===== src/hw/corePkg.sv =====
package corePkg;

    localparam int dataWidth = 16;
    localparam int regCount = 16;
    localparam int regAddrWidth = 4;
    localparam int memDepth = 256;
    localparam int memAddrWidth = 8;
    localparam int memQueueDepth = 4;
    localparam int memQueuePtrWidth = $clog2(memQueueDepth);

    typedef logic [dataWidth-1:0] dataT;
    typedef logic [regAddrWidth-1:0] regAddrT;
    typedef logic [memAddrWidth-1:0] memAddrT;

    // Encodings above opStore are decoded as NOP
    typedef enum logic [3:0] {
        opNop   = 4'h0,
        opAdd   = 4'h1,
        opSub   = 4'h2,
        opAnd   = 4'h3,
        opOr    = 4'h4,
        opXor   = 4'h5,
        opShl   = 4'h6,
        opShr   = 4'h7,
        opLdi   = 4'h8,
        opLoad  = 4'h9,
        opStore = 4'hA
    } opcodeE;

    // Raw instruction word, LDI immediate is {regB, immLow}
    typedef struct packed {
        logic [3:0] opcode;
        regAddrT    regA;
        regAddrT    regB;
        logic [3:0] immLow;
    } instT;

    typedef struct packed {
        logic    valid;
        opcodeE  op;
        regAddrT dest;
        dataT    a;
        dataT    b;
    } aluReqT;

    typedef struct packed {
        logic    isStore;
        regAddrT dest;
        memAddrT addr;
        dataT    data;
    } memReqT;

    typedef struct packed {
        logic    en;
        regAddrT addr;
        dataT    data;
    } regWriteT;

endpackage

===== src/hw/regFile.sv =====
`timescale 1ns/1ps

module regFile (
    input  logic                         clk,
    input  logic                         rstN,
    input  corePkg::regAddrT             rdAddrA,
    input  corePkg::regAddrT             rdAddrB,
    output corePkg::dataT                rdDataA,
    output corePkg::dataT                rdDataB,
    input  corePkg::regWriteT            setDirty,
    input  corePkg::regWriteT            write,
    output logic [corePkg::regCount-1:0] dirty
);
    corePkg::dataT regs [corePkg::regCount];

    // Combinational read ports
    assign rdDataA = regs[rdAddrA];
    assign rdDataB = regs[rdAddrB];

    always_ff @(posedge clk or negedge rstN) begin
        if (!rstN) begin
            for (int i = 0; i < corePkg::regCount; i++) begin
                regs[i] <= '0;
            end
        end else if (write.en) begin
            regs[write.addr] <= write.data;
        end
    end

    // One scoreboard bit per register
    // A new dispatch marking a register busy beats a retiring write to it
    always_ff @(posedge clk or negedge rstN) begin
        if (!rstN) begin
            dirty <= '0;
        end else begin
            for (int i = 0; i < corePkg::regCount; i++) begin
                if (setDirty.en && (setDirty.addr == corePkg::regAddrT'(i))) begin
                    dirty[i] <= 1'b1;
                end else if (write.en && (write.addr == corePkg::regAddrT'(i))) begin
                    dirty[i] <= 1'b0;
                end
            end
        end
    end

endmodule


===== config.mk =====
export PLATFORM = sky130hd
export DESIGN_NAME = regFile
export DESIGN_NICKNAME = d
export VERILOG_FILES = /design/src/hw/corePkg.sv /design/src/hw/regFile.sv
export SDC_FILE = /design/constraint.sdc
export NUM_CORES = 1
export LEC_CHECK = 0
export BUFFER_PORTS_ARGS = -buffer_cell sky130_fd_sc_hd__buf_2
export CORE_MARGIN = 3
export CORE_UTILIZATION = 61
export DETAILED_ROUTE_END_ITERATION = 7
export GPL_TIMING_DRIVEN = 0
export PLACE_DENSITY = 0.82
export RECOVER_POWER = 50
export SETUP_SLACK_MARGIN = 0.02
export SLEW_MARGIN = 30
export SYNTH_ARGS = -nofsm -noshare
export SYNTH_HDL_FRONTEND = slang
export SYNTH_SLANG_ARGS = --single-unit
export TNS_END_PERCENT = 30

===== constraint.sdc =====
create_clock -name clk -period 2.3 [get_ports clk]
set_input_delay 0.23 -clock clk [delete_from_list [all_inputs] [get_ports clk]]
set_output_delay 0.23 -clock clk [all_outputs]
set_load 0.02 [all_outputs]

==> impl_metrics.py <==
metrics = {
    "global_routing": {
        "grt_max_degree": 81,
        "antenna_found_initial": 2,
        "grt_pass1_vias": 9789,
        "grt_remaining_overflow": 0,
        "track_usage_pct": 32.6,
        "grt_pass1_wl_um": 59700,
    },
    "power_and_ir_drop": {
        "p_int_uw": 11000,
        "power_frac_seq_pct": 44.1,
        "switching_power_uw": 4320,
        "pwr-share-comb_pct": 23.5,
        "p_per_area_nw_per_um2": 961,
        "p_sw_share_pct": 28.3,
        "ir_drop_mv": 0.933,
        "leakagePower_uw": 0.00673,
        "clockPowerShare_pct": 32.3,
    },
    "critical_path": {
        "cp-start-kind": "flip-flop",
        "ff2ff_path_depth": 1,
        "end_kind": "output port",
        "crit_required_ns": 2.07,
        "criticalPathCategory": "flip-flop to output port",
        "arrival_ns": 2.06,
        "rrSetupSlack_ns": 1.44,
        "r2r_start": "regs[122]$_DFFE_PN0P_",
        "r2r-end": "regs[122]$_DFFE_PN0P_",
        "crit_path_max_fanout": 3,
    },
    "yosys": {
        "ys_types": 29,
        "ys_seq_elements": 272,
        "ys_seq_area_share_pct": 48.4,
        "yosys_warnings": 0,
        "synth_common_cells": "dfrtp_1 (272), mux2_2 (245), mux4_2 (128), a22oi_1 (64), clkbuf_1 (41)",
        "syn_avg_cell_area_um2": 15.5,
        "synthArstFlopShare_pct": 100,
        "syn_nets": 961,
        "netlist_area_um2": 14100,
        "yosys.cell_count.top_type": "dfrtp_1",
        "netlist_top_cells_area": "dfrtp_1 (48%), mux4_2 (21%), mux2_2 (20%)",
        "yosysTopAreaCell": "dfrtp_1",
        "synth_edf_count": 0,
        "synth_top_cell_area_share_pct": 48.4,
        "syn_inst": 909,
        "ys.flop_type": "dfrtp_1",
    },
    "sta": {
        "rsz0062_at_grt": "yes",
        "fin_crit_ns": 2.29,
        "tightestPinTransition_ns": 1.11,
        "setup_violations": 0,
        "fin_crit_sh_pct": 99.6,
        "drv_slew": 0,
        "fmax_mhz": 436,
        "finClkSkew_ns": 0,
        "slew_headroom_pct": 25.8,
        "fin_ws_ns": 0.00886,
        "final_hold_viol_count": 0,
    },
    "min_path": {
        "hold_end": "regs[200]$_DFFE_PN0P_",
        "worstHoldPathCells": 2,
        "hold_path.class": "input port to flip-flop",
        "hp-start": "write[8]",
    },
    "placement": {
        "place_ws_ns": -0.446,
        "port_buffers": 76,
        "dp_hpwl_um": 25500,
        "place.gp.congestion": 0.859,
    },
    "floorplan": {
        "io_pins": 100,
        "fp.dieH_um": 158,
        "initial_utilization_pct": 63.3,
        "die_w_um": 158,
        "fp.dieArea_um2": 24900,
        "rows": 54,
        "fp.coreArea_um2": 22200,
    },
    "drt": {
        "wl_um": 39700,
        "antenna_left": 0,
        "dr.first_iter.drc_count": 966,
        "first_pass_iters": 5,
        "wl_per_cell_um": 30.0,
        "vias": 9498,
        "drc_errors": 0,
        "avgViaCountPerCell": 7.18,
    },
    "clock_network": {
        "clockRootBuffer": "clkbuf_16",
        "cts_buffers": 28,
        "cts_tree": "done",
        "postCtsSetupBuffers": 0,
        "clk_pin_slew_ns": 0.06,
        "cts_sinks": 272,
        "worstSkewPairLatency_ns": 0.54,
        "max-clock-path-buffers": 3,
        "cts.htree.levels": 1,
    },
    "finish": {
        "drive_gt1_share_pct": 52.4,
        "seqCellArea_um2": 6810,
        "multiInputGateArea_um2": 6810,
        "fin_nets": 1072,
        "areaGrowthSynthToFinish_pct": 13.0,
        "fillers": 1378,
        "fin_util_pct": 71.5,
    },
    "status": {
        "outcome": "finished clean",
    },
    "run": {
        "cap_violations": 0,
    },
}
[flip-flops by register name, summed over array words and instances (netlist names)]
signal	count
regs	256
dirty	16
[area by class of cell]
type	instances	share of cell area (%)
Multi-Input combinational cell	546	42.9
Timing Repair Buffer	81	2.71
Antenna cell	1	0.0157
Inverter	9	0.213
Clock inverter	14	1.28
Buffer	82	2.82
Sequential cell	272	42.8
Clock buffer	37	5.07
Tap cell	280	2.20
[placed cells by master, fill, tap and decap left out, types with 6 or more instances in the layout]
cell type,instances
clkbuf_4,7
inv_1,9
mux2_1,11
nand2_1,36
clkbuf_1,46
clkbuf_16,29
buf_2,73
buf_4,7
clkbuf_2,18
o22ai_1,7
clkinv_2,6
o21ai_0,12
mux2_2,245
nor2_1,10
mux4_2,128
a22oi_1,61
dfrtp_1,272
buf_6,7
[through the flow]
stage	setup TNS, ns	cell area, µm²	cells	hold WS [ns]	total power, µW
2_1_floorplan	0	14100	909	-0.0656	9190
3_3_place_gp	-1064.13	14800	1265	0.474	10100
3_5_place_dp	-17.90	14900	1268	0.216	10300
4_1_cts	0	16000	1321	0.0136	15300
5_1_grt	-0.158	15900	1322	0.0332	15800
6_report	0	15900	1322	0.0227	15300
[worst max-delay path by stage]
stage                      endpoint                   from  slack [ns]
6_report                 rdDataB[5]  regs[245]$_DFFE_PN0P_       0.009
5_1_grt                 rdDataB[13]             rdAddrB[0]       -0.04
4_1_cts                  rdDataA[4]             rdAddrA[0]       0.005
3_5_place_dp             rdDataA[4]             rdAddrA[1]       -0.45
3_3_place_gp   regs[59]$_DFFE_PN0P_                   rstN       -3.88
2_1_floorplan           rdDataA[10]             rdAddrA[0]        0.47
[cells by family (layout without fill, tap and decap cells)]
family	after synthesis	in the layout	share of synthesized area (%)
simple gates	76	76	3.04
other cells	0	1	0
mux	384	384	41.2
buf+inv	91	223	2.97
flops	272	272	48.4
compound gates	86	86	4.34
[power groups by stage]
stage | clock, µW | combinational [µW] | sequential (µW)
after floorplan | 0 | 2630 | 6560
after global placement | 0 | 3440 | 6640
after detailed placement | 0 | 3560 | 6750
after CTS | 4950 | 3620 | 6690
after global routing | 5160 | 3810 | 6860
final | 4940 | 3590 | 6740
[what timing repair did]
action | CTS | global route
hold endpoints to repair | 66 | 0
gates resized for setup | 34 | 21
setup endpoints to repair | 32 | 29
hold buffers | 2 | 0
pin swaps | 0 | 1
cloned | 0 | 0
[critical path, stage by stage, from the launching register on]
cell and delay, ns:
dfrtp_1 0.41, mux4_2 0.46, a22oi_1 0.36, nand2_1 0.13
buf_2 0.18
[layer usage]
metal | GRT usage [%] | vias up | routed length (µm)
met3 | 8.01 | 126 | 4280
li1 | - | 3756 | -
met5 | 0 | - | 9
met1 | 46.3 | 4967 | 15300
met2 | 49.3 | 647 | 18500
met4 | 13.1 | 2 | 1510
Power figures use the tool's default switching activity.
