**src/hw/corePkg.sv**
```systemverilog
package corePkg;

    localparam int dataWidth = 16;
    localparam int regCount = 16;
    localparam int regAddrWidth = 4;
    localparam int memDepth = 256;
    localparam int memAddrWidth = 8;
    localparam int memQueueDepth = 4;
    localparam int memQueuePtrWidth = $clog2(memQueueDepth);

    typedef logic [dataWidth-1:0] dataT;
    typedef logic [regAddrWidth-1:0] regAddrT;
    typedef logic [memAddrWidth-1:0] memAddrT;

    // Encodings above opStore are decoded as NOP
    typedef enum logic [3:0] {
        opNop   = 4'h0,
        opAdd   = 4'h1,
        opSub   = 4'h2,
        opAnd   = 4'h3,
        opOr    = 4'h4,
        opXor   = 4'h5,
        opShl   = 4'h6,
        opShr   = 4'h7,
        opLdi   = 4'h8,
        opLoad  = 4'h9,
        opStore = 4'hA
    } opcodeE;

    // Raw instruction word, LDI immediate is {regB, immLow}
    typedef struct packed {
        logic [3:0] opcode;
        regAddrT    regA;
        regAddrT    regB;
        logic [3:0] immLow;
    } instT;

    typedef struct packed {
        logic    valid;
        opcodeE  op;
        regAddrT dest;
        dataT    a;
        dataT    b;
    } aluReqT;

    typedef struct packed {
        logic    isStore;
        regAddrT dest;
        memAddrT addr;
        dataT    data;
    } memReqT;

    typedef struct packed {
        logic    en;
        regAddrT addr;
        dataT    data;
    } regWriteT;

endpackage
```
**src/hw/issueStage.sv**
```systemverilog
`timescale 1ns/1ps

module issueStage (
    input  logic                         clk,
    input  logic                         rstN,
    input  logic                         instValid,
    input  logic [15:0]                  instData,
    output logic                         instReady,
    output corePkg::regAddrT             rdAddrA,
    output corePkg::regAddrT             rdAddrB,
    input  corePkg::dataT                rdDataA,
    input  corePkg::dataT                rdDataB,
    input  logic [corePkg::regCount-1:0] dirty,
    output corePkg::regWriteT            setDirty,
    output corePkg::aluReqT              aluReq,
    output logic                         memValid,
    output corePkg::memReqT              memReq,
    input  logic                         memReady
);
    corePkg::instT   inInst;
    corePkg::opcodeE inOp;
    corePkg::instT   heldInst;
    corePkg::opcodeE heldOp;
    logic            heldValid;
    logic            started;
    logic            isAlu;
    logic            isMem;
    logic            needA;
    logic            needB;
    logic            writesReg;
    logic            srcClear;
    logic            dispatch;
    logic            accept;

    assign inInst = instData;

    // Unknown opcodes fall back to NOP here
    always_comb begin
        case (inInst.opcode)
            corePkg::opAdd, corePkg::opSub, corePkg::opAnd, corePkg::opOr,
            corePkg::opXor, corePkg::opShl, corePkg::opShr, corePkg::opLdi,
            corePkg::opLoad, corePkg::opStore: inOp = corePkg::opcodeE'(inInst.opcode);
            default: inOp = corePkg::opNop;
        endcase
    end

    // Path selection and which registers take part in the hazard check
    always_comb begin
        isAlu = 1'b0;
        isMem = 1'b0;
        needA = 1'b0;
        needB = 1'b0;
        case (heldOp)
            corePkg::opAdd, corePkg::opSub, corePkg::opAnd, corePkg::opOr,
            corePkg::opXor, corePkg::opShl, corePkg::opShr: begin
                isAlu = 1'b1;
                needA = 1'b1;
                needB = 1'b1;
            end
            corePkg::opLdi: begin
                isAlu = 1'b1;
                needA = 1'b1;
            end
            corePkg::opLoad, corePkg::opStore: begin
                isMem = 1'b1;
                needA = 1'b1;
                needB = 1'b1;
            end
            default: ;
        endcase
    end

    assign writesReg = isAlu || (heldOp == corePkg::opLoad);
    assign srcClear  = !(needA && dirty[heldInst.regA]) && !(needB && dirty[heldInst.regB]);
    assign dispatch  = heldValid && srcClear && (!isMem || memReady);
    assign instReady = started && (!heldValid || dispatch);
    assign accept    = instValid && instReady;

    assign rdAddrA = heldInst.regA;
    assign rdAddrB = heldInst.regB;

    always_ff @(posedge clk or negedge rstN) begin
        if (!rstN) begin
            started   <= 1'b0;
            heldValid <= 1'b0;
        end else begin
            started <= 1'b1;
            if (accept) begin
                heldValid <= 1'b1;
            end else if (dispatch) begin
                heldValid <= 1'b0;
            end
        end
    end

    always_ff @(posedge clk) begin
        if (accept) begin
            heldInst <= inInst;
            heldOp   <= inOp;
        end
    end

    // Destination goes busy at the dispatch edge
    assign setDirty.en   = dispatch && writesReg;
    assign setDirty.addr = heldInst.regA;
    assign setDirty.data = '0;

    assign aluReq.valid = dispatch && isAlu;
    assign aluReq.op    = heldOp;
    assign aluReq.dest  = heldInst.regA;
    assign aluReq.a     = rdDataA;
    assign aluReq.b     = (heldOp == corePkg::opLdi) ?
                          corePkg::dataT'({heldInst.regB, heldInst.immLow}) : rdDataB;

    assign memValid        = heldValid && isMem && srcClear;
    assign memReq.isStore  = (heldOp == corePkg::opStore);
    assign memReq.dest     = heldInst.regA;
    assign memReq.addr     = rdDataB[corePkg::memAddrWidth-1:0];
    assign memReq.data     = rdDataA;

endmodule

```
**config.mk**
```make
export PLATFORM = sky130hd
export DESIGN_NAME = issueStage
export DESIGN_NICKNAME = d
export VERILOG_FILES = /design/src/hw/corePkg.sv /design/src/hw/issueStage.sv
export SDC_FILE = /design/constraint.sdc
export NUM_CORES = 1
export LEC_CHECK = 0
export ABC_AREA = 1
export BUFFER_PORTS_ARGS = -buffer_cell sky130_fd_sc_hd__buf_2
export CORE_MARGIN = 1.5
export CORE_UTILIZATION = 40
export DETAILED_ROUTE_END_ITERATION = 8
export PLACE_DENSITY_LB_ADDON = 0.12
export SLEW_MARGIN = 10
export SYNTH_ARGS = -nofsm -noshare
export SYNTH_HDL_FRONTEND = slang
export SYNTH_SLANG_ARGS = --single-unit
```
**constraint.sdc**
```tcl
create_clock -name clk -period 3.9 [get_ports clk]
set_input_delay 0.39 -clock clk [delete_from_list [all_inputs] [get_ports clk]]
set_output_delay 0.39 -clock clk [all_outputs]
set_load 0.05 [all_outputs]
```
==> summary.md <==
| Metric | Value |
|---|---|
| Register area | `between 500 and 600 um^2` |
| # H-tree levels | `1` |
| Worst min path class | `in -> reg` |
| Die area | `between 4000 and 5000 um^2` |
| Number of placed I/O pins | `between 150 and 200` |
| Tightest Pin Transition | `~0.8 ns` |
| Clock Latency Late Sink | `~0.26 ns` |
| First-pass GRT wire length | `around 6100 um` |
| Post-layout min period | `roughly 2.9 ns` |
| Required @ worst endpoint | `between 3 and 4 ns` |
| Most frequent cell after synthesis | `buf_4` |
| Gate Count Post-Synth | `around 250` |
| Hold Fails Final Rpt | `0` |
| Pre-Repair DR Iteration Count | `4` |
| Status | `finished, final reports clean` |
| DP Worst Slack | `around 1.3 ns` |
| Post-synthesis adder-cell area fraction | `0%` |
| DRT iter0 DRCs | `41` |
| Relative slew slack | `between 40% and 50%` |
| Synth area leaders | `buf_4 32%, edfxtp_1 27%, nand2_1 11%, nand3_1 7.8%, inv_1 5.0%` |
| Avg Vias per Cell | `around 4.4` |
| DR WL met3 | `~330 um` |
| Largest family of logic cells by synthesized area | `buffers and inverters` |
| Buffers & Inverters on Critical Path | `4` |
| # rows | `24` |
| Startpoint class of the critical path | `flop` |
| Worst-path maximum fanout | `14` |
| Ant. Diodes | `0` |
| Clock skew | `~0.0059 ns` |
| Layout cells sized above 1 | `about 41%` |
| GPL Wtd Cong | `0.7338` |
| Initial antenna violation count | `0` |
| Simple-Gate Fraction of Synth Area | `roughly 27%` |
| Routed wl met2 | `roughly 1800 um` |
| Crit path largest cell delay | `0.62 ns` |
| Area of the multi-input gates | `just over 600 um^2` |
| Wire per inst | `approximately 11 um` |
| Post-synth top area cell | `buf_4` |
| Root Buffer | `clkbuf_8` |
| CP Data Arrival Time | `2.52 ns` |
| Max cap viols | `0` |
| Max Root-Sink Buffers | `2` |
| Cell Chain, Critical Path | `inv_1, nand2_1, nor2_1, inv_2, nand4_1, nand3_2, nand2_1, o21bai_1, nand2_1, inv_1, buf_2` |
| Highest metal used | `met4` |
| Synth cell types | `22` |
| Routed WL | `between 3000 and 4000 um` |
| PortBufs | `104` |
| Number of synthesized flops with an enable pin | `16` |
| Pwr Total | `roughly 0.64 mW` |
| Final setup TNS | `0 ns` |
| Post_cts resized | `0` |
| Layout Nets | `around 360` |
| # fillers | `477` |
| Via Count | `between 1.5k and 2k` |
| Worst setup margin | `between 0.9 and 1 ns` |
| Max IR drop VDD | `~0.20 mV` |
| Register bit total from synthesis | `18` |
| Die height | `70.14 um` |
| Delay-heaviest family, CP | `simple AND/OR/NAND/NOR gates` |
| GR Overflow Total | `0` |
| Vias in the first global route | `between 1k and 1.5k` |
| WS Path Type | `reg -> out` |
| CTS tree | `built` |
| Synth Area in XOR/XNOR | `0%` |
| Syn. warnings | `0` |
| Largest net degree at the start of global routing | `17` |
| Compound-gate portion of the synthesized area | `a little under 3%` |
| DRC viols | `0` |
| Critical path's slowest cell | `nor2_1` |
| Syn Area/Cell | `between 7 and 8 um^2` |
| Finish-stage setup viols | `0` |
| Core Region | `roughly 4400 um^2` |
| Total track usage | `15.38%` |
| Synthesized cell area | `~1800 um^2` |
| Total power divided by cell area | `between 300 and 400 nW/um^2` |
| Period utilization | `74.65%` |
| Die Width | `around 70 um` |
| Synth Flop Type | `edfxtp_1` |
| Worst Setup End Kind | `output port` |
| Pins Over Slew Limit | `0` |
| DP HPWL | `3222 um` |
| Clk pin slew, worst setup/hold paths | `~0.06 ns` |
| Leak | `roughly 1.1 nW` |
| Area Growth Syn to Fin | `5.760%` |
| Post-CTS setup buffer count | `0` |
| Post-synthesis mux area share | `0%` |
| Synth top area share | `a little under a third` |
| Synth top cells by count | `76 x buf_4, 52 x nand2_1, 28 x nand3_1` |
| Ys async rst share | `11.11%` |
| RSZ-0062 raised after global routing | `no` |
| Achievable clock frequency | `between 0.3 and 0.4 GHz` |
| Register area share after synthesis | `~29%` |
| M1 WL | `between 1500 and 2000 um` |
| Initial core utilization | `about two fifths` |
| Crit-path most repeated cell | `nand2_1` |
| Clock Sinks | `18` |
| Post-route ant nets | `0` |
| Inserted Clock Buffers | `3` |
-- cells in the final DEF, fill, tap and decap left out, drive strengths merged --
cell type / count
nand2: 54
edfxtp: 16
nand3b: 1
a21oi: 1
o21a: 1
conb: 17
dfrtp: 2
nand3: 32
clkbuf: 4
or2: 1
inv: 31
o21bai: 2
dlygate4sd3: 1
o21ai: 5
buf: 105
nor2: 20
nand4: 1
-- logic make-up (layout without fill, tap and decap cells) --
kind of cell / after synthesis / after routing
buffers and inverters: 111 / 141
AND/OR/NAND/NOR: 109 / 109
flip-flops: 18 / 18
AO/OA/AOI/OAI: 9 / 9
other: 2 / 17
-- sequential cells by signal (all words and copies together) (netlist names) --
signal     count
heldOp         4
rdAddrB        4
heldInst       4
started        1
heldValid      1
rdAddrA        4
-- routing by layer --
metal / vias to the layer above / GRT usage (%)
met3: 14 / 3.608
met4: 0 / 6.624
met1: 662 / 19.80
li1: 769 / -
met2: 76 / 24.66
met5: - / 0
-- worst reg2reg max path: cells and delay by family, from the launching register on --
family          cells  cell delay, ns
compound gates      1            0.08
flops               1            0.42
simple gates        7            1.20
buf+inv             3            0.56
-- path summary, 6_finish.rpt --
check                            start  slack, ns  cells past startpoint     endpoint
min reg2reg                    started       0.54                      2    heldValid
min in group asynchronous         rstN       0.45                      2      started
max reg2reg                  heldOp[1]       1.38                     11   rdAddrA[0]
max in group asynchronous         rstN       3.36                      2    heldValid
min                        instData[3]       0.31                      1  heldInst[3]
max                          heldOp[1]       0.99                     11    instReady
-- where the power goes --
part / leakage (nW) / internal (mW) / switching (mW)
Combinational: 0.915 / 0.0639 / 0.208
Clock: 0.0228 / 0.0726 / 0.0578
Sequential: 0.173 / 0.224 / 0.0117
Total: 1.11 / 0.361 / 0.278
-- stage by stage --
stage / cells / area, um^2 / hold WS (ns) / utilization, %
floorplan: 264 / 1859 / 0.09441 / -
detailed placement: 341 / 1852 / 0.1759 / 42.53
global placement: 341 / 1852 / 0.1791 / 42.53
CTS: 346 / 1907 / 0.3018 / 43.79
finish: 346 / 1907 / 0.3075 / 43.79
global route: 346 / 1907 / 0.2927 / 43.79
-- timing repair --
action / in CTS / in global routing
hold buffers: 1 / 0
endpoints found under the hold margin: 2 / 0
setup endpoints to repair: 0 / 0
-- layout make-up --
class,instances,share of cell area [%]
clock buffer,4,2.362
inverter,31,6.365
timing repair buffer,106,28.22
sequential,18,27.82
multi-input combinational,135,31.82
tap,52,3.412
(Power assumes the default switching activity.)
