### src/hw/corePkg.sv
package corePkg;

    localparam int dataWidth = 16;
    localparam int regCount = 16;
    localparam int regAddrWidth = 4;
    localparam int memDepth = 256;
    localparam int memAddrWidth = 8;
    localparam int memQueueDepth = 4;
    localparam int memQueuePtrWidth = $clog2(memQueueDepth);

    typedef logic [dataWidth-1:0] dataT;
    typedef logic [regAddrWidth-1:0] regAddrT;
    typedef logic [memAddrWidth-1:0] memAddrT;

    // Encodings above opStore are decoded as NOP
    typedef enum logic [3:0] {
        opNop   = 4'h0,
        opAdd   = 4'h1,
        opSub   = 4'h2,
        opAnd   = 4'h3,
        opOr    = 4'h4,
        opXor   = 4'h5,
        opShl   = 4'h6,
        opShr   = 4'h7,
        opLdi   = 4'h8,
        opLoad  = 4'h9,
        opStore = 4'hA
    } opcodeE;

    // Raw instruction word, LDI immediate is {regB, immLow}
    typedef struct packed {
        logic [3:0] opcode;
        regAddrT    regA;
        regAddrT    regB;
        logic [3:0] immLow;
    } instT;

    typedef struct packed {
        logic    valid;
        opcodeE  op;
        regAddrT dest;
        dataT    a;
        dataT    b;
    } aluReqT;

    typedef struct packed {
        logic    isStore;
        regAddrT dest;
        memAddrT addr;
        dataT    data;
    } memReqT;

    typedef struct packed {
        logic    en;
        regAddrT addr;
        dataT    data;
    } regWriteT;

endpackage
### src/hw/aluUnit.sv
`timescale 1ns/1ps

module aluUnit (
    input  logic              clk,
    input  logic              rstN,
    input  corePkg::aluReqT   aluReq,
    output corePkg::regWriteT aluResult
);
    corePkg::dataT    result;
    logic             resEn;
    corePkg::regAddrT resAddr;
    corePkg::dataT    resData;

    // Arithmetic wraps, shifts are logical by the low 4 bits of b
    always_comb begin
        case (aluReq.op)
            corePkg::opAdd: result = aluReq.a + aluReq.b;
            corePkg::opSub: result = aluReq.a - aluReq.b;
            corePkg::opAnd: result = aluReq.a & aluReq.b;
            corePkg::opOr:  result = aluReq.a | aluReq.b;
            corePkg::opXor: result = aluReq.a ^ aluReq.b;
            corePkg::opShl: result = aluReq.a << aluReq.b[3:0];
            corePkg::opShr: result = aluReq.a >> aluReq.b[3:0];
            corePkg::opLdi: result = aluReq.b;
            default:        result = '0;
        endcase
    end

    always_ff @(posedge clk or negedge rstN) begin
        if (!rstN) begin
            resEn <= 1'b0;
        end else begin
            resEn <= aluReq.valid;
        end
    end

    always_ff @(posedge clk) begin
        if (aluReq.valid) begin
            resAddr <= aluReq.dest;
            resData <= result;
        end
    end

    assign aluResult.en   = resEn;
    assign aluResult.addr = resAddr;
    assign aluResult.data = resData;

endmodule

### config.mk
export PLATFORM = sky130hd
export DESIGN_NAME = aluUnit
export DESIGN_NICKNAME = d
export VERILOG_FILES = /design/src/hw/corePkg.sv /design/src/hw/aluUnit.sv
export SDC_FILE = /design/constraint.sdc
export NUM_CORES = 1
export LEC_CHECK = 0
export BUFFER_PORTS_ARGS = -buffer_cell sky130_fd_sc_hd__buf_2
export CORE_ASPECT_RATIO = 0.6
export CORE_UTILIZATION = 35
export DETAILED_ROUTE_END_ITERATION = 10
export MAX_ROUTING_LAYER = met4
export PLACE_DENSITY = 0.61
export RECOVER_POWER = 100
export SETUP_SLACK_MARGIN = 0.5
export SLEW_MARGIN = 20
export SYNTH_ARGS = -nofsm -noshare
export SYNTH_HDL_FRONTEND = slang
export SYNTH_SLANG_ARGS = --single-unit
### constraint.sdc
create_clock -name clk -period 0.8 [get_ports clk]
set_input_delay 0.04 -clock clk [delete_from_list [all_inputs] [get_ports clk]]
set_output_delay 0.04 -clock clk [all_outputs]
set_load 0.02 [all_outputs]
==> results.py, run 1 <==
metrics = {
    "die": {
        "fp.dieH_um": 86.3,
        "row_count": 30,
        "core_sq_um": 11400,
        "start_util": 0.363,
        "design.portCount": 64,
        "die_x_um": 142,
        "dieArea_sq_um": 12300,
    },
    "yosys": {
        "synthesis.area_per_instance_sq_um": 7.89,
        "synth_area_leader_cell": "ha_1",
        "netlist_instances": 525,
        "yosysSeqAreaShare": 0.151,
        "yosys_warnings": 0,
        "ys_seq_elements": 21,
        "synth-edff-count": 20,
        "ys.flop_type": "edfxtp_1",
        "netlist.area_leader.share": 0.148,
        "yosysMostFrequentCell": "nor2_1",
        "synthArstFlopShare": 0.0476,
        "yosys-top-cells-area": "ha_1 15%, edfxtp_1 15%, mux2i_1 6.5%",
        "synth_cell_type_count": 61,
        "synth_fp_nets": 618,
        "synth_common_cells": "61 x nor2_1, 49 x ha_1, 39 x inv_1",
        "synthesis.area_sq_um": 4140,
    },
    "setup_path": {
        "worstSetupPathType": "input port to flip-flop",
        "start_kind": "input port",
        "critPathSlowestCell": "or4_4",
        "cp_data_required_time_ns": 0.82,
        "cpPeakStageDelay_ns": 0.50,
        "end_kind": "flip-flop",
        "cp_top_family": "simple AND/OR/NAND/NOR gates",
        "crit_arrival_ns": 2.84,
        "crit_chain": "buf_2, or4_4, nor4_4, nor2_1, xnor2_1, ha_1, and3_4, nand3_1, nor2b_4, a211oi_2, or3_1, a31o_2",
        "crit_fanout": 4,
        "critPathBufInv": 1,
    },
    "detailed_routing": {
        "drt_iter0_drc": 446,
        "num_vias": 5191,
        "viasPerCell": 5.70,
        "firstDrtPassIters": 6,
        "drc": 0,
        "wire_per_inst_um": 20.5,
        "ant_nets": 0,
        "finalWirelength_mm": 18.7,
    },
    "clocking": {
        "cts-root-buf": "clkbuf_16",
        "h-tree-depth": 1,
        "hold_buffers": 1,
        "cts_tree": "yes",
        "cts.sinks": 21,
        "clockBufferDepth": 2,
        "clk_pin_slew_ns": 0.06,
        "numCtsBuffers": 3,
    },
    "timing": {
        "tns_ns": -25.10,
        "layout_setup_ws_ns": -2.02,
        "fmax_mhz": 354,
        "relSlewSlack": 0.451,
        "hold_viol": 4,
        "worst_pin_slew_ns": 0.818,
        "fin_crit_ns": 2.82,
        "min_period_over_period": 3.53,
        "maxSlewViolCount": 0,
        "setup_viol": 37,
        "whs_ns": -0.0494,
        "rsz0062_at_grt": "yes",
    },
    "layout": {
        "drive_gt1_frac": 0.449,
        "area_growth_syn_to_layout_pct": 61.3,
        "instances_no_fill": 910,
        "fin_area_sq_um": 6680,
        "final_nets": 843,
    },
    "placed_design": {
        "gp_congestion": 0.999,
        "portBuffers": 63,
        "place_area_sq_um": 5880,
        "dp_slack_ns": -2.27,
        "hpwlAfterDp_mm": 14.0,
        "placed_cells": 878,
    },
    "outcome": {
        "violations": "negative hold slack, negative setup slack",
        "status": "finished with violations",
    },
    "global_route": {
        "grt_antenna_before_repair": 0,
        "grt_max_degree": 55,
        "track_usage": 0.313,
        "grt_pass1_wl_mm": 28.2,
        "grt_pass1_vias": 5016,
        "grt_overflow": 0,
    },
    "pwr": {
        "power_leakage_nw": 3.08,
        "power_mw": 6.88,
        "ir_drop_v": 0.000627,
        "p_per_area_nw_per_um2": 1030,
    },
    "hold_path": {
        "hold_path.class": "input port to flip-flop",
    },
    "job": {
        "drv_cap": 0,
    },
}
## cell families (layout without fill, tap and decap cells)
group                      after synthesis  after routing  synth area share
adders and majority gates               50             50             0.153
AOI/OAI and AO/OA                      151            151             0.243
xor gates and xnor gates                24             24            0.0526
other                                    0              1                 0
buffers and inverters                   74            298            0.0719
muxes                                   43             43             0.133
and+or+nand+nor                        162            162             0.195
DFF                                     21             21             0.151
## per-stage QoR
step	hold slack [ns]	utilization
3_3_place_gp	-0.184	0.515
4_1_cts	-0.0489	0.570
3_5_place_dp	-0.183	0.515
5_1_grt	-0.0553	0.585
6_report	-0.0494	0.585
2_1_floorplan	-0.256	-
## metal layers
metal | part of all wire | GRT usage | up-vias
li1 | - | - | 2406
met1 | 0.46 | 0.432 | 2506
met2 | 0.42 | 0.455 | 251
met3 | 0.10 | 0.0884 | 28
met4 | 0.017 | 0.0538 | 0
met5 | 0 | - | -
## state kept, by name (all words and copies together), names as in the netlist
| signal | count |
|---|---|
| resAddr | 4 |
| resData | 16 |
| resEn | 1 |
## area by class of cell
class,count,area [sq um]
Tap cell,160,200
Inverter,39,149
Sequential cell,21,626
Clock buffer,3,75.1
Multi-Input combinational cell,430,3560
Fill cell,1080,4730
Antenna cell,1,2.50
Clock inverter,1,5.00
Timing Repair Buffer,255,2060
## what timing repair did
item | in CTS | in global routing
gates resized for setup | 77 | 45
endpoints found under the hold margin | 5 | 4
cloned | 6 | 2
pin swaps | 31 | 18
setup buffers | 10 | 8
setup endpoints to repair | 57 | 45
## power breakdown
part	leakage [nW]	total [mW]	switching (mW)	internal, mW
logic	2.83	4.39	2.24	2.14
registers	0.205	1.40	0.0471	1.35
clock network	0.0409	1.09	0.416	0.673
total	3.08	6.88	2.70	4.17
## path summary, 6_finish.rpt
path                                to  cells past startpoint       start
min                         resAddr[0]                      1  aluReq[32]
min in group asynchronous        resEn                      2        rstN
max in group asynchronous        resEn                      2        rstN
max                        resData[14]                     12   aluReq[2]
## layout by cell type, fill, tap and decap left out, types with 4 or more instances in the layout
cell,count
a211oi_1,14
a21o_1,5
a21oi_1,25
a21oi_2,6
a221oi_1,6
a22oi_1,12
a31oi_1,7
buf_12,6
buf_2,44
buf_4,170
buf_6,22
clkbuf_1,5
clkbuf_16,5
edfxtp_1,20
ha_1,48
inv_1,36
mux2_2,7
mux2i_1,23
mux4_2,9
nand2_1,17
nand2_2,5
nand3_1,9
nor2_1,57
nor2b_1,7
nor3_1,15
nor4_1,4
o211ai_1,11
o21ai_0,15
o21ai_1,11
o21ai_2,4
or3_1,4
xnor2_1,18
Note: power is estimated with default switching activity, not from simulation.
==> run 2, diff against run 1 <==
SKIP_LAST_GASP = 1   (was default)
==> run 2 against run 1 <==
Effect of this change: the run still ends with negative hold slack, negative setup slack left; sequential power about the same; sequential share of layout area up 0.12 points; clock-buffer cell count unchanged; combinational power down 3%; setup slack worse by 0.0095 ns; worst hold slack about the same; design area down 1.2%; core utilization down 0.72 points; power down 1.5%; global-route usage about the same; clock power about the same; largest cell class unchanged.
==> results.py, run 2 (synthesized netlist as in run 1, its figures left out) <==
metrics = {
    "placed_design": {
        "portBuffers": 63,
        "placed_cells": 878,
        "gp_congestion": 0.999,
        "hpwlAfterDp_mm": 14.0,
        "place_area_sq_um": 5880,
    },
    "pwr": {
        "combinationalPowerShare": 0.631,
        "internal_power_mw": 4.12,
        "p_per_area_nw_per_um2": 1030,
        "switching_share": 0.392,
        "power_mw": 6.77,
        "ir_drop_v": 0.000631,
        "power_leakage_nw": 3.05,
        "pwr-share-seq": 0.207,
        "p_clk_frac": 0.162,
        "p_sw_mw": 2.65,
    },
    "setup_path": {
        "crit_arrival_ns": 2.85,
        "cp_data_required_time_ns": 0.82,
        "cp_top_family": "simple AND/OR/NAND/NOR gates",
        "start_kind": "input port",
        "crit_fanout": 4,
        "end_kind": "flip-flop",
        "critPathSlowestCell": "or4_4",
        "worstSetupPathType": "input port to flip-flop",
        "crit_chain": "buf_6, or4_4, nor4_4, nor2_1, xnor2_1, ha_1, and3_4, nand3_1, nor2b_4, a211oi_2, or3_1, a31o_2",
        "cpPeakStageDelay_ns": 0.58,
        "critPathBufInv": 1,
    },
    "timing": {
        "relSlewSlack": 0.470,
        "layout_setup_ws_ns": -2.03,
        "hold_viol": 4,
        "worst_pin_slew_ns": 0.790,
        "tns_ns": -25.33,
        "setup_viol": 37,
        "rsz0062_at_grt": "yes",
        "maxSlewViolCount": 0,
        "whs_ns": -0.0492,
        "min_period_over_period": 3.54,
        "fmax_mhz": 353,
        "fin_crit_ns": 2.83,
    },
    "layout": {
        "nFillCells": 1087,
        "antenna_cells": 0,
        "final_cell_mix": "170 x buf_4, 59 x nor2_1, 48 x ha_1",
        "top_regs": "resData (16), resAddr (4), resEn (1)",
        "fin_area_sq_um": 6600,
        "final_nets": 842,
        "largest_reg_flops": 16,
        "final-seq-area_sq_um": 626,
        "final_common_cell": "buf_4",
        "area_growth_syn_to_layout_pct": 59.3,
        "drive_gt1_frac": 0.437,
        "multi_input_area_sq_um": 3510,
        "instances_no_fill": 908,
        "regMostFlops": "resData",
    },
    "clocking": {
        "clockBufferDepth": 2,
        "clk_pin_slew_ns": 0.06,
        "cts_tree": "yes",
        "hold_buffers": 1,
        "h-tree-depth": 1,
        "numCtsBuffers": 3,
        "cts-root-buf": "clkbuf_16",
        "cts.sinks": 21,
    },
    "detailed_routing": {
        "drt_iter0_drc": 400,
        "drc": 0,
        "wire_per_inst_um": 20.3,
        "finalWirelength_mm": 18.4,
        "num_vias": 5129,
        "viasPerCell": 5.65,
        "firstDrtPassIters": 5,
        "ant_nets": 0,
    },
    "die": {
        "design.portCount": 64,
        "row_count": 30,
        "die_x_um": 142,
        "core_sq_um": 11400,
        "start_util": 0.363,
        "dieArea_sq_um": 12300,
        "fp.dieH_um": 86.3,
    },
    "global_route": {
        "use_met2": 0.455,
        "grt_overflow": 0,
        "grt_use_met1": 0.431,
        "grt.busiest_layer": "met2",
        "grt_max_degree": 55,
        "grt_pass1_wl_mm": 28.2,
        "track_usage": 0.312,
        "grt_pass1_vias": 5010,
        "grt_antenna_before_repair": 0,
        "use_met3": 0.0884,
    },
    "outcome": {
        "status": "finished with violations",
        "violations": "negative hold slack, negative setup slack",
    },
    "hold_path": {
        "hold_path.class": "input port to flip-flop",
    },
    "job": {
        "drv_cap": 0,
    },
}
-- run 2: cell count changes in the layout (fill, tap and decap cells not counted), sizes merged --
cell	delta
buf	-1
bufbuf	+1
clkbuf	-1
diode	-1
-- run 2: path summary, 6_finish.rpt --
| kind | startpoint | end | slack [ns] | cells after the start |
|---|---|---|---|---|
| worst min-delay path | aluReq[32] | resAddr[0] | -0.05 | 1 |
| max in group asynchronous | rstN | resEn | 0.65 | 2 |
| worst max-delay path | aluReq[4] | resData[14] | -2.03 | 12 |
| min in group asynchronous | rstN | resEn | 0.07 | 2 |
-- run 2: layout make-up --
type	count	share of cell area
tap	160	0.0303
timing repair buffer	254	0.308
multi-input combinational	430	0.532
clock buffer	3	0.0114
clock inverter	1	0.000759
inverter	39	0.0226
sequential	21	0.0948
-- run 2: through the flow --
| stage | setup WS [ns] | utilization |
|---|---|---|
| final | -2.03 | 0.578 |
| after floorplan | -1.94 | - |
| after detailed placement | -2.27 | 0.515 |
| after global routing | -2.09 | 0.578 |
| after CTS | -1.95 | 0.567 |
| after global placement | -2.21 | 0.515 |
-- run 2: power groups by stage --
stage               clock, mW  sequential, mW  combinational (mW)
floorplan                   0            1.56                1.80
global placement            0            1.40                3.54
detailed placement          0            1.40                3.58
CTS                      1.09            1.39                4.05
global route             1.16            1.41                4.58
finish                   1.10            1.40                4.28
-- run 2: per-layer routing --
metal  wire length, um  up-vias  share of wire
li1                  -     2400              -
met1              8660     2472           0.47
met2              7660      234           0.42
met3              1850       23           0.10
met4               241        0          0.013
met5                 0        -              0
-- run 2: what timing repair did --
| action | 4_1_cts | 5_1_grt |
|---|---|---|
| setup endpoints to repair | 57 | 45 |
| resized for setup | 68 | 38 |
| gates cloned | 6 | 1 |
| endpoints found under the hold margin | 5 | 4 |
| pin swaps | 31 | 15 |
| setup buffers | 10 | 8 |
