## config.mk

```make
export PLATFORM = sky130hd
export DESIGN_NAME = writebackArbiter
export DESIGN_NICKNAME = d
export VERILOG_FILES = /design/src/hw/corePkg.sv /design/src/hw/writebackArbiter.sv
export SDC_FILE = /design/constraint.sdc
export NUM_CORES = 1
export LEC_CHECK = 0
export BUFFER_PORTS_ARGS = -buffer_cell sky130_fd_sc_hd__buf_2
export CORE_AREA = 5 5 42 44
export DETAILED_ROUTE_END_ITERATION = 10
export DIE_AREA = 0 0 47 49
export GPL_ROUTABILITY_DRIVEN = 1
export GPL_TIMING_DRIVEN = 0
export PLACE_DENSITY = 0.79
export SETUP_SLACK_MARGIN = 0.3
export SLEW_MARGIN = 10
export SYNTH_ARGS = -nofsm -noshare
export SYNTH_HDL_FRONTEND = slang
export SYNTH_SLANG_ARGS = --single-unit
```

## constraint.sdc

```tcl
create_clock -name vclk -period 1.99
set_clock_uncertainty 0.1 [all_clocks]
set_input_delay 0.0995 -clock vclk [all_inputs]
set_output_delay 0.0995 -clock vclk [all_outputs]
set_load 0.05 [all_outputs]
```

## src/hw/corePkg.sv

```systemverilog
package corePkg;

    localparam int dataWidth = 16;
    localparam int regCount = 16;
    localparam int regAddrWidth = 4;
    localparam int memDepth = 256;
    localparam int memAddrWidth = 8;
    localparam int memQueueDepth = 4;
    localparam int memQueuePtrWidth = $clog2(memQueueDepth);

    typedef logic [dataWidth-1:0] dataT;
    typedef logic [regAddrWidth-1:0] regAddrT;
    typedef logic [memAddrWidth-1:0] memAddrT;

    // Encodings above opStore are decoded as NOP
    typedef enum logic [3:0] {
        opNop   = 4'h0,
        opAdd   = 4'h1,
        opSub   = 4'h2,
        opAnd   = 4'h3,
        opOr    = 4'h4,
        opXor   = 4'h5,
        opShl   = 4'h6,
        opShr   = 4'h7,
        opLdi   = 4'h8,
        opLoad  = 4'h9,
        opStore = 4'hA
    } opcodeE;

    // Raw instruction word, LDI immediate is {regB, immLow}
    typedef struct packed {
        logic [3:0] opcode;
        regAddrT    regA;
        regAddrT    regB;
        logic [3:0] immLow;
    } instT;

    typedef struct packed {
        logic    valid;
        opcodeE  op;
        regAddrT dest;
        dataT    a;
        dataT    b;
    } aluReqT;

    typedef struct packed {
        logic    isStore;
        regAddrT dest;
        memAddrT addr;
        dataT    data;
    } memReqT;

    typedef struct packed {
        logic    en;
        regAddrT addr;
        dataT    data;
    } regWriteT;

endpackage
```

## src/hw/writebackArbiter.sv

```systemverilog
`timescale 1ns/1ps

module writebackArbiter (
    input  corePkg::regWriteT aluResult,
    input  corePkg::regWriteT loadResult,
    output logic              loadAccept,
    output corePkg::regWriteT regWrite
);

    // ALU results cannot stall, so they always get the port
    assign loadAccept = loadResult.en && !aluResult.en;

    always_comb begin
        if (aluResult.en) begin
            regWrite = aluResult;
        end else if (loadResult.en) begin
            regWrite = loadResult;
        end else begin
            regWrite = '0;
        end
    end

endmodule

```

==> results of run 1 <==
==> path summary, 6_finish.rpt <==
check / from / end / slack (ns) / cells past startpoint
max: aluResult[20] / regWrite[16] / 0.76 / 6
min: loadResult[18] / regWrite[18] / 0.50 / 4
==> cells in the mapped netlist (all sizes together) <==
master and count:
a22o 18, buf 4, nand2 4, nor2b 1
o21ai 2, or2 1
==> area by class of cell <==
cell class         instances  share of cell area
well taps                 16             0.03548
repair buffers            64              0.5676
multi-input cells         26              0.3459
plain buffers              4             0.05100
==> critical path, stage by stage <==
cell	delay, ns
buf_2	0.13
nor2b_1	0.10
buf_4	0.17
buf_6	0.14
a22o_1	0.13
buf_2	0.26
==> kinds of logic (layout without fill, tap and decap cells) <==
family,after synthesis,count (layout),share of synthesized area
compound gates,20,20,0.7486
simple gates,6,6,0.1229
buf+inv,4,68,0.1285
==> power by group <==
part           total, uW  switching, uW  internal, uW
combinational        238            160          77.4
sequential             0              0             0
clock                  0              0             0
==> stage by stage <==
step | utilization | setup slack, ns | hold slack, ns | cells | power [uW]
floorplan | - | 0.4304 | 0.3437 | 30 | 162.8
global placement | 0.4027 | 0.7552 | 0.4904 | 110 | 237.0
detailed placement | 0.4027 | 0.7439 | 0.5008 | 110 | 239.3
CTS | 0.4027 | 0.7445 | 0.5008 | 110 | 239.4
global route | 0.4027 | 0.6925 | 0.5229 | 110 | 250.0
finish | 0.4027 | 0.7604 | 0.4985 | 110 | 237.8
==> per-layer routing <==
layer	track usage	up-vias	wire length (um)
li1	-	252	-
met1	0.08261	227	361
met2	0.2081	32	733
met3	0.01107	0	249
met4	0	0	0
met5	0	-	0
==> tab_implementation.tex, run 1 <==
\begin{tabular}{lr}
\hline
Metric & Value \\
\hline
\multicolumn{2}{l}{\textbf{Hold path}} \\
\quad Hold Crit Class & input port to output port \\
\multicolumn{2}{l}{\textbf{Die}} \\
\quad Full die area & 2303 um\^{}2 \\
\quad Effective utilization at floorplan & 0.1598 \\
\quad Row count & 14 \\
\quad Placeable core area & 1401 um\^{}2 \\
\quad Horizontal die dimension & $\sim$47 um \\
\quad Height of the die & 49 um \\
\quad Number of I/O pins & 64 \\
\multicolumn{2}{l}{\textbf{Routing}} \\
\quad Iter 0 DRT Violations & 0 \\
\quad Sum of routed wire length over all layers & 1345 um \\
\quad Routed length per instance & 12.23 um \\
\quad DRC errors left & 0 \\
\quad Vias & between 500 and 600 \\
\quad Antenna-violating nets left & 0 \\
\quad Number of vias per cell after detailed routing & 4.645 \\
\quad Number of iterations in the first detailed-routing pass & 1 \\
\multicolumn{2}{l}{\textbf{Layout}} \\
\quad Commonest non-fill, non-tap cells in the layout & buf\_2, a22o\_1, nand2\_1 \\
\quad Layout cell share with drive strength beyond 1 & 0.7340 \\
\quad Area Overhead vs Synth & 152.0\% \\
\quad Commonest non-fill, non-tap cell in the layout & buf\_2 \\
\quad Non-Filler Cell Area, Final & 564.3 um\^{}2 \\
\quad Antenna Diode Count & 0 \\
\quad Area occupied by multi-input gates & 195.2 um\^{}2 \\
\quad Seq Cell Count & 0 \\
\quad Count of nets after finishing & 138 \\
\quad Clock buf count & 0 \\
\quad Area occupied by registers & 0 um\^{}2 \\
\quad Number of fill cells in the layout & 168 \\
\multicolumn{2}{l}{\textbf{Timing}} \\
\quad RSZ-0062 raised after global routing & no \\
\quad Setup TNS & 0 ns \\
\quad Worst max-slew margin expressed relative to the limit & 0.8270 \\
\quad Fmax & about 810 MHz \\
\quad Post-route minimum period & 1.230 ns \\
\quad Max Slew Vio Count & 0 \\
\quad Hold Violations, Final & 0 \\
\quad Final setup viols & 0 \\
\quad Final period utilization & 0.6179 \\
\quad Actual slew at the worst max-slew pin & 0.2613 ns \\
\multicolumn{2}{l}{\textbf{Global route}} \\
\quad Antenna violations before repair & 0 \\
\quad Vias in the first global route & 432 \\
\quad Global route total overflow & 0 \\
\quad Pin count of the biggest net entering global routing & 11 \\
\quad Wire length of the first global-routing pass & 1731 um \\
\quad Global Route Usage Sum & 0.09333 \\
\multicolumn{2}{l}{\textbf{Synth}} \\
\quad Area of the mapped netlist & 224.0 um\^{}2 \\
\quad Area leader, netlist & a22o\_1 \\
\quad Number of distinct library cells after synthesis & 8 \\
\quad Number of standard cells after synthesis & 30 \\
\quad Average instance area after synthesis & 7.466 um\^{}2 \\
\quad Warnings, synthesis & 0 \\
\quad Synth top area cells & a22o\_1, nand2\_1, buf\_6 \\
\quad Sequential cell area fraction in the yosys report & 0 \\
\quad Syn Nets & 72 \\
\quad Yosys top cell area share & 0.7039 \\
\multicolumn{2}{l}{\textbf{Power}} \\
\quad Cell area power density & 421.4 nW/um\^{}2 \\
\quad Worst voltage drop across the vdd grid & 0.09210 mV \\
\quad Leakage power & about 0.00036 uW \\
\multicolumn{2}{l}{\textbf{Critical path}} \\
\quad Required time reported for the critical path endpoint & 1.79 ns \\
\quad Worst Setup End Kind & output port \\
\quad Largest driver fanout on the critical path & 10 \\
\quad Data arrival at the endpoint of the critical path & 1.03 ns \\
\quad CP Launch Type & input port \\
\quad Critical setup path kind & input port to output port \\
\multicolumn{2}{l}{\textbf{Placed design}} \\
\quad Port Buffer Count & 64 \\
\quad Half-perimeter wire length after detailed placement & 1239 um \\
\quad Placement Cell Area & 564.3 um\^{}2 \\
\quad Last weighted congestion value of the routability-driven placer & 0.5985 \\
\multicolumn{2}{l}{\textbf{Clock network}} \\
\quad Setup Fix Bufs, Post-CTS & 0 \\
\quad Cts-stage hold buffer count & 0 \\
\quad Number of gates given a new drive strength after cts & 0 \\
\multicolumn{2}{l}{\textbf{Status}} \\
\quad Status & completed \\
\multicolumn{2}{l}{\textbf{Flow run}} \\
\quad Number of maximum-capacitance violations & 0 \\
\hline
\end{tabular}
No activity file was read; power rests on OpenSTA's default activity.
==> inputs of run 2 (changes only) <==
Settings changed: ABC_AREA from default to 1, CORE_AREA 5 5 42 44 to default, CORE_MARGIN from default to 5, CORE_UTILIZATION from default to 31, DIE_AREA 0 0 47 49 to default, PLACE_DENSITY 0.79 to 0.93.
Clock period 1.99 ns to 1.2 ns, I/O delays scaled along.
==> tab_implementation.tex, run 2 <==
\begin{tabular}{lr}
\hline
Metric & Value \\
\hline
\multicolumn{2}{l}{\textbf{Status}} \\
\quad Status & completed \\
\multicolumn{2}{l}{\textbf{Layout}} \\
\quad Seq Cell Count & 0 (unchanged) \\
\quad Antenna Diode Count & 0 (unchanged) \\
\quad Clock buf count & 0 (unchanged) \\
\quad Commonest non-fill, non-tap cells in the layout & buf\_2, nand2\_1, nand3\_2 \\
\quad Area occupied by multi-input gates & 372.9 um\^{}2 (+91\%) \\
\quad Layout cell share with drive strength beyond 1 & 0.7426 (+0.008605) \\
\quad Number of fill cells in the layout & 106 (-37\%) \\
\quad Final core occ & 0.7452 (+0.3425) \\
\quad Count of nets after finishing & 180 (+30\%) \\
\quad Area Overhead vs Synth & 129.3\% \\
\quad Area occupied by registers & 0 um\^{}2 (unchanged) \\
\quad Commonest non-fill, non-tap cell in the layout & buf\_2 \\
\multicolumn{2}{l}{\textbf{Synth}} \\
\quad Area of the mapped netlist & 422.9 um\^{}2 (+89\%) \\
\quad Dominant cell by count in the synthesized netlist & nand2\_1 \\
\quad Top cells by count, synth & nand2\_1, nand3\_2, buf\_6 \\
\quad Sequential cell area fraction in the yosys report & 0 (unchanged) \\
\quad Number of distinct library cells after synthesis & 8 (unchanged) \\
\quad Synth top area cells & nand3\_2, nand2\_1, buf\_6 \\
\quad Warnings, synthesis & 0 (unchanged) \\
\quad Area leader, netlist & nand3\_2 \\
\quad Number of standard cells after synthesis & 70 (+130\%) \\
\quad Syn Nets & 112 (+56\%) \\
\quad Average instance area after synthesis & 6.042 um\^{}2 (-19\%) \\
\quad Yosys top cell area share & 0.4497 (-0.2542) \\
\multicolumn{2}{l}{\textbf{Power}} \\
\quad Worst voltage drop across the vdd grid & 0.2933 mV (+220\%) \\
\quad Leakage power & 0.0005581 uW (+54\%) \\
\quad Cell area power density & 569.0 nW/um\^{}2 (+35\%) \\
\multicolumn{2}{l}{\textbf{Routing}} \\
\quad Antenna-violating nets left & 0 (unchanged) \\
\quad Sum of routed wire length over all layers & 2014 um (+50\%) \\
\quad Vias & 699 (+37\%) \\
\quad Number of iterations in the first detailed-routing pass & 4 (+3) \\
\quad Routed length per instance & 13.34 um (+9.1\%) \\
\quad Iter 0 DRT Violations & 3 (+3) \\
\quad Number of vias per cell after detailed routing & 4.629 (-0.35\%) \\
\quad DRC errors left & 0 (unchanged) \\
\multicolumn{2}{l}{\textbf{Global route}} \\
\quad Pin count of the biggest net entering global routing & 11 (unchanged) \\
\quad Antenna violations before repair & 0 (unchanged) \\
\quad Global route total overflow & 0 (unchanged) \\
\quad Global Route Usage Sum & 0.1520 (+0.05867) \\
\quad Vias in the first global route & 639 (+48\%) \\
\quad Wire length of the first global-routing pass & 2553 um (+47\%) \\
\multicolumn{2}{l}{\textbf{Timing}} \\
\quad Fmax & 1143 MHz \\
\quad Setup TNS & 0 ns (unchanged) \\
\quad Post-route minimum period & between 0.8 and 0.9 ns \\
\quad Worst max-slew margin expressed relative to the limit & 0.8950 (+0.06798) \\
\quad Hold Violations, Final & 0 (unchanged) \\
\quad Final period utilization & 0.7288 \\
\quad Final setup viols & 0 (unchanged) \\
\quad Max Slew Vio Count & 0 (unchanged) \\
\quad Actual slew at the worst max-slew pin & 0.1584 ns (-0.1029 ns) \\
\quad RSZ-0062 raised after global routing & yes \\
\multicolumn{2}{l}{\textbf{Critical path}} \\
\quad Largest driver fanout on the critical path & 5 (-5) \\
\quad CP Launch Type & input port \\
\quad Critical setup path kind & input port to output port \\
\quad Crit path max-delay family & buffers and inverters \\
\quad Worst Setup End Kind & output port \\
\quad Required time reported for the critical path endpoint & 1.04 ns (-0.75 ns) \\
\quad Largest stage delay, worst path & 0.15 ns (-0.11 ns) \\
\quad Critical path's slowest cell & buf\_6 \\
\quad Count of buffering cells on the critical path with inverters included & 4 (unchanged) \\
\quad Cell-by-cell trace of the critical path & buf\_4, inv\_8, clkbuf\_16, nand3\_2, nand2\_2, buf\_6 \\
\quad Data arrival at the endpoint of the critical path & 0.71 ns (-0.32 ns) \\
\multicolumn{2}{l}{\textbf{Die}} \\
\quad Effective utilization at floorplan & 0.3250 (+0.1652) \\
\quad Number of I/O pins & 64 (unchanged) \\
\quad Height of the die & 46.94 um (-4.2\%) \\
\quad Row count & 13 (-1) \\
\quad Horizontal die dimension & 46.94 um (-0.14\%) \\
\quad Placeable core area & 1301 um\^{}2 (-7.1\%) \\
\quad Full die area & 2203 um\^{}2 (-4.3\%) \\
\multicolumn{2}{l}{\textbf{Clock network}} \\
\quad Setup Fix Bufs, Post-CTS & 0 (unchanged) \\
\quad Cts-stage hold buffer count & 0 (unchanged) \\
\multicolumn{2}{l}{\textbf{Placed design}} \\
\quad Port Buffer Count & 64 (unchanged) \\
\quad Last weighted congestion value of the routability-driven placer & 0.6702 (+12\%) \\
\quad Half-perimeter wire length after detailed placement & 1448 um (+17\%) \\
\multicolumn{2}{l}{\textbf{Flow run}} \\
\quad Number of maximum-capacitance violations & 0 (unchanged) \\
\multicolumn{2}{l}{\textbf{Hold path}} \\
\quad Hold Crit Class & input port to output port \\
\hline
\end{tabular}
==> run 2: area by class of cell <==
type | count | share of cell area
Buffer | 6 | 0.07742
Tap cell | 15 | 0.01935
Multi-Input combinational cell | 62 | 0.3845
Inverter | 2 | 0.01548
Timing Repair Buffer | 66 | 0.5032
==> run 2: cells by family after synthesis <==
group / after synthesis / share of synthesized area
buffers and inverters: 8 / 0.1657
and+or+nand+nor: 62 / 0.8343
==> run 2: per-stage QoR <==
step / worst slack [ns] / cell area (um^2) / cells / power (uW) / hold WS, ns
after detailed placement: 0.2341 / 764.5 / 149 / 445.9 / 0.4001
after CTS: 0.2956 / 827.0 / 149 / 485.8 / 0.3558
final: 0.3255 / 969.7 / 151 / 551.7 / 0.3563
after global routing: 0.2852 / 969.7 / 151 / 579.8 / 0.3716
after global placement: 0.2504 / 764.5 / 149 / 436.4 / 0.3981
after floorplan: 0.3796 / 425.4 / 70 / 304.0 / 0.2704
==> run 2: what timing repair did <==
action                                 in CTS  in global routing
endpoints found under the hold margin       0                  0
setup endpoints to repair                  19                 22
resized for setup                          23                 32
gates cloned                                0                  2
==> run 2: power breakdown <==
group / internal [uW] / switching [uW]
clock network: 0 / 0
registers: 0 / 0
logic: 216 / 336
total: 216 / 336
==> run 2: worst paths after layout <==
kind,startpoint,endpoint,slack [ns],depth (start not counted)
setup / recovery,aluResult[20],regWrite[6],0.33,6
hold / removal,aluResult[0],regWrite[0],0.36,4
==> run 2: per-layer routing <==
metal	global-route usage	share of wire	vias up
met1	0.1528	0.32	312
met4	0.02210	0.021	0
met2	0.3333	0.60	28
li1	-	-	355
met5	0	0	-
met3	0.007663	0.060	4
==> inputs of run 3 (changes only) <==
Settings changed: CORE_UTILIZATION 31 to 28, PLACE_DENSITY 0.93 to 0.89.
Clock period 1.2 ns to 0.8 ns, I/O delays scaled along.
==> tab_implementation.tex, run 3 <==
\begin{tabular}{lr}
\hline
Metric & Value \\
\hline
\multicolumn{2}{l}{\textbf{Synth}} \\
\quad Top cells by count, synth & nand2\_1, nand3\_2, buf\_6 \\
\quad Average instance area after synthesis & 6.042 um\^{}2 (unchanged) \\
\quad Yosys top cell area share & 0.4497 (unchanged) \\
\quad Dominant cell by count in the synthesized netlist & nand2\_1 \\
\quad Multiplexer fraction of the synthesized cell area & 0 (unchanged) \\
\quad Xor-xnor portion of the synthesized cell area & 0 (unchanged) \\
\quad Complex-gate fraction of the synthesized area & 0 (unchanged) \\
\quad Sequential cell area fraction in the yosys report & 0 (unchanged) \\
\quad Number of distinct library cells after synthesis & 8 (unchanged) \\
\quad Adder-cell share of the synthesized area & 0 (unchanged) \\
\quad Post-synthesis simple-gate area fraction & 0.8343 (unchanged) \\
\quad Number of standard cells after synthesis & 70 (unchanged) \\
\quad Syn Nets & 112 (unchanged) \\
\quad Area leader, netlist & nand3\_2 \\
\quad Area of the mapped netlist & 422.9 um\^{}2 (unchanged) \\
\quad Synth top area cells & nand3\_2, nand2\_1, buf\_6 \\
\quad Warnings, synthesis & 0 (unchanged) \\
\quad Largest family of logic cells by synthesized area & simple AND/OR/NAND/NOR gates \\
\multicolumn{2}{l}{\textbf{Placed design}} \\
\quad Number of cells after detailed placement & 150 (+0.67\%) \\
\quad Last weighted congestion value of the routability-driven placer & 0.6904 (+3.0\%) \\
\quad Worst slack, placed & -0.3101 ns (-0.5442 ns) \\
\quad Half-perimeter wire length after detailed placement & 1585 um (+9.4\%) \\
\quad Port Buffer Count & 64 (unchanged) \\
\multicolumn{2}{l}{\textbf{Clock network}} \\
\quad Number of gates given a new drive strength after cts & 82 (+260\%) \\
\quad Setup Fix Bufs, Post-CTS & 0 (unchanged) \\
\quad Cts-stage hold buffer count & 0 (unchanged) \\
\multicolumn{2}{l}{\textbf{Status}} \\
\quad First Error & [ERROR DPL-0033] detailed placement checks failed during check placement. \\
\quad Last stage reached & clock tree synthesis (4\_1\_cts) \\
\quad Status & stopped before the end \\
\multicolumn{2}{l}{\textbf{Die}} \\
\quad Row count & 14 (+1) \\
\quad Height of the die & 48.87 um (+4.1\%) \\
\quad Horizontal die dimension & 48.87 um (+4.1\%) \\
\quad Effective utilization at floorplan & 0.2874 (-0.03759) \\
\quad Number of I/O pins & 64 (unchanged) \\
\hline
\end{tabular}
[run 3: cell counts after synthesis]
Identical to the previous run, type by type.
[run 3: kinds of logic after synthesis]
group,Yosys count
buffers and inverters,8
AND/OR/NAND/NOR,62
[run 3: per-stage QoR]
step,instance area [um^2],utilization
3_3_place_gp,1119,0.7602
3_5_place_dp,1119,0.7602
2_1_floorplan,778.2,-
==> inputs of run 4 (changes only) <==
Settings changed: CORE_AREA from default to 5 5 66 68, CORE_MARGIN 5 to default, CORE_UTILIZATION 28 to default, DIE_AREA from default to 0 0 71 73, PLACE_DENSITY 0.89 to default, PLACE_DENSITY_LB_ADDON from default to 0.15, SETUP_SLACK_MARGIN 0.3 to default.
Clock period 0.8 ns to 1.04 ns, I/O delays scaled along.
==> tab_implementation.tex, run 4 (synthesis results as in run 2) <==
\begin{tabular}{lr}
\hline
Metric & Value \\
\hline
\multicolumn{2}{l}{\textbf{Critical path}} \\
\quad Critical path launch point & aluResult[20] \\
\quad CP Launch Type & input port \\
\quad Worst Setup End Kind & output port \\
\quad Required time reported for the critical path endpoint & $\sim$0.89 ns \\
\quad Critical path's slowest cell & buf\_2 \\
\quad Most frequent CP cell & buf\_2 \\
\quad Critical setup path kind & input port to output port \\
\quad Cell-by-cell trace of the critical path & buf\_2, inv\_2, buf\_6, nand3\_2, nand2\_1, buf\_2 \\
\quad Data arrival at the endpoint of the critical path & 0.82 ns \\
\quad Largest stage delay, worst path & 0.26 ns \\
\quad Largest driver fanout on the critical path & 10 \\
\multicolumn{2}{l}{\textbf{Placed design}} \\
\quad Half-perimeter wire length after detailed placement & 1682 um (+6.1\%) \\
\quad Worst slack, placed & 0.06356 ns (+0.3736 ns) \\
\quad Last weighted congestion value of the routability-driven placer & 0.7373 (+6.8\%) \\
\quad Number of cells after detailed placement & 184 (+23\%) \\
\quad Port Buffer Count & 64 (unchanged) \\
\multicolumn{2}{l}{\textbf{Layout}} \\
\quad Commonest non-fill, non-tap cells in the layout & buf\_2, nand2\_1, nand3\_2 \\
\quad Count of nets after finishing & 178 \\
\quad Number of fill cells in the layout & 453 \\
\quad Seq Cell Count & 0 \\
\quad Final instance count without filler cells & 184 \\
\quad Area Overhead vs Synth & 91.12\% \\
\quad Final core occ & 0.2128 \\
\quad Area occupied by registers & 0 um\^{}2 \\
\quad Antenna Diode Count & 0 \\
\quad Area occupied by multi-input gates & 352.8 um\^{}2 \\
\quad Layout cell share with drive strength beyond 1 & 0.6791 \\
\quad Commonest non-fill, non-tap cell in the layout & buf\_2 \\
\quad Clock buf count & 0 \\
\multicolumn{2}{l}{\textbf{Die}} \\
\quad Row count & 23 (+9) \\
\quad Height of the die & 73 um (+49\%) \\
\quad Horizontal die dimension & 71 um (+45\%) \\
\quad Full die area & 5183 um\^{}2 \\
\quad Number of I/O pins & 64 (unchanged) \\
\quad Placeable core area & 3799 um\^{}2 \\
\quad Effective utilization at floorplan & 0.1113 (-0.1761) \\
\multicolumn{2}{l}{\textbf{Timing}} \\
\quad Fin worst setup slack & 0.07022 ns \\
\quad Hold Violations, Final & 0 \\
\quad Fmax & 1031 MHz \\
\quad RSZ-0062 raised after global routing & no \\
\quad Post-route minimum period & 0.9698 ns \\
\quad Final period utilization & 0.9325 \\
\quad Actual slew at the worst max-slew pin & 0.2605 ns \\
\quad Setup TNS & 0 ns \\
\quad Max Slew Vio Count & 0 \\
\quad Final setup viols & 0 \\
\quad Worst max-slew margin expressed relative to the limit & 0.8275 \\
\multicolumn{2}{l}{\textbf{Routing}} \\
\quad Iter 0 DRT Violations & 25 \\
\quad DR top layer & met3 \\
\quad Number of iterations in the first detailed-routing pass & 4 \\
\quad Number of vias per cell after detailed routing & about 3.7 \\
\quad Length of routed wiring on met1 & around 720 um \\
\quad Sum of routed wire length over all layers & 1901 um \\
\quad WL met3 & 117 um \\
\quad DRC errors left & 0 \\
\quad Antenna-violating nets left & 0 \\
\quad Routed length per instance & a little over 10 um \\
\quad Met2 WL post-DR & 1064 um \\
\quad Vias & 672 \\
\multicolumn{2}{l}{\textbf{Clock network}} \\
\quad Setup Fix Bufs, Post-CTS & 0 (unchanged) \\
\quad Cts-stage hold buffer count & 0 (unchanged) \\
\multicolumn{2}{l}{\textbf{Global route}} \\
\quad Wire length of the first global-routing pass & 2918 um \\
\quad Antenna violations before repair & 0 \\
\quad Global Route Usage Sum & 0.06430 \\
\quad Vias in the first global route & 673 \\
\quad Pin count of the biggest net entering global routing & 11 \\
\quad Global route total overflow & 0 \\
\multicolumn{2}{l}{\textbf{Power}} \\
\quad Worst voltage drop across the vdd grid & about 0.20 mV \\
\quad Total design power & 513.9 uW \\
\quad Cell area power density & 635.8 nW/um\^{}2 \\
\quad Leakage power & between 0.0004 and 0.0005 uW \\
\multicolumn{2}{l}{\textbf{Hold path}} \\
\quad Launch point of the worst hold path & aluResult[17] \\
\quad Hold Crit Depth & 4 \\
\quad Hold Crit Class & input port to output port \\
\quad Endpoint, Worst Hold & regWrite[17] \\
\multicolumn{2}{l}{\textbf{Status}} \\
\quad Status & completed \\
\multicolumn{2}{l}{\textbf{Flow run}} \\
\quad Number of maximum-capacitance violations & 0 \\
\hline
\end{tabular}
==> run 4: worst max path at each step <==
| stage | endpoint | slack (ns) | depth (start not counted) |
|---|---|---|---|
| 3_5_place_dp | regWrite[15] | 0.06 | 6 |
| 2_1_floorplan | loadAccept | 0.02 | 3 |
| 5_1_grt | regWrite[2] | 0.003 | 6 |
| 6_report | regWrite[3] | 0.07 | 6 |
| 4_1_cts | regWrite[15] | 0.06 | 6 |
| 3_3_place_gp | regWrite[15] | 0.07 | 6 |
==> run 4: timing repair <==
action / in CTS / in global routing
resized for setup: 0 / 1
setup endpoints to repair: 0 / 1
endpoints found under the hold margin: 0 / 0
==> run 4: area by class of cell <==
cell class / count / share of cell area
multi-input cells: 62 / 0.4365
plain buffers: 6 / 0.07740
inverters: 2 / 0.009288
repair buffers: 64 / 0.3994
well taps: 50 / 0.07740
==> run 4: critical path, delay by kind of cell <==
family        cells  cell delay [ns]
buf+inv           4             0.62
simple gates      2             0.13
==> run 4: layer usage <==
layer / up-vias / global-route usage
met2: 20 / 0.1349
li1: 350 / -
met1: 302 / 0.07190
met5: - / 0
met3: 0 / 0.008264
met4: 0 / 0
==> run 4: through the flow <==
step,hold slack (ns),area [um^2]
after detailed placement,0.3865,805.8
after global placement,0.3874,805.8
after global routing,0.4079,808.3
after CTS,0.3889,805.8
final,0.3849,808.3
after floorplan,0.3222,422.9
==> run 4: power breakdown <==
part	internal (uW)	switching, uW	total, uW
combinational	156	358	514
sequential	0	0	0
clock	0	0	0
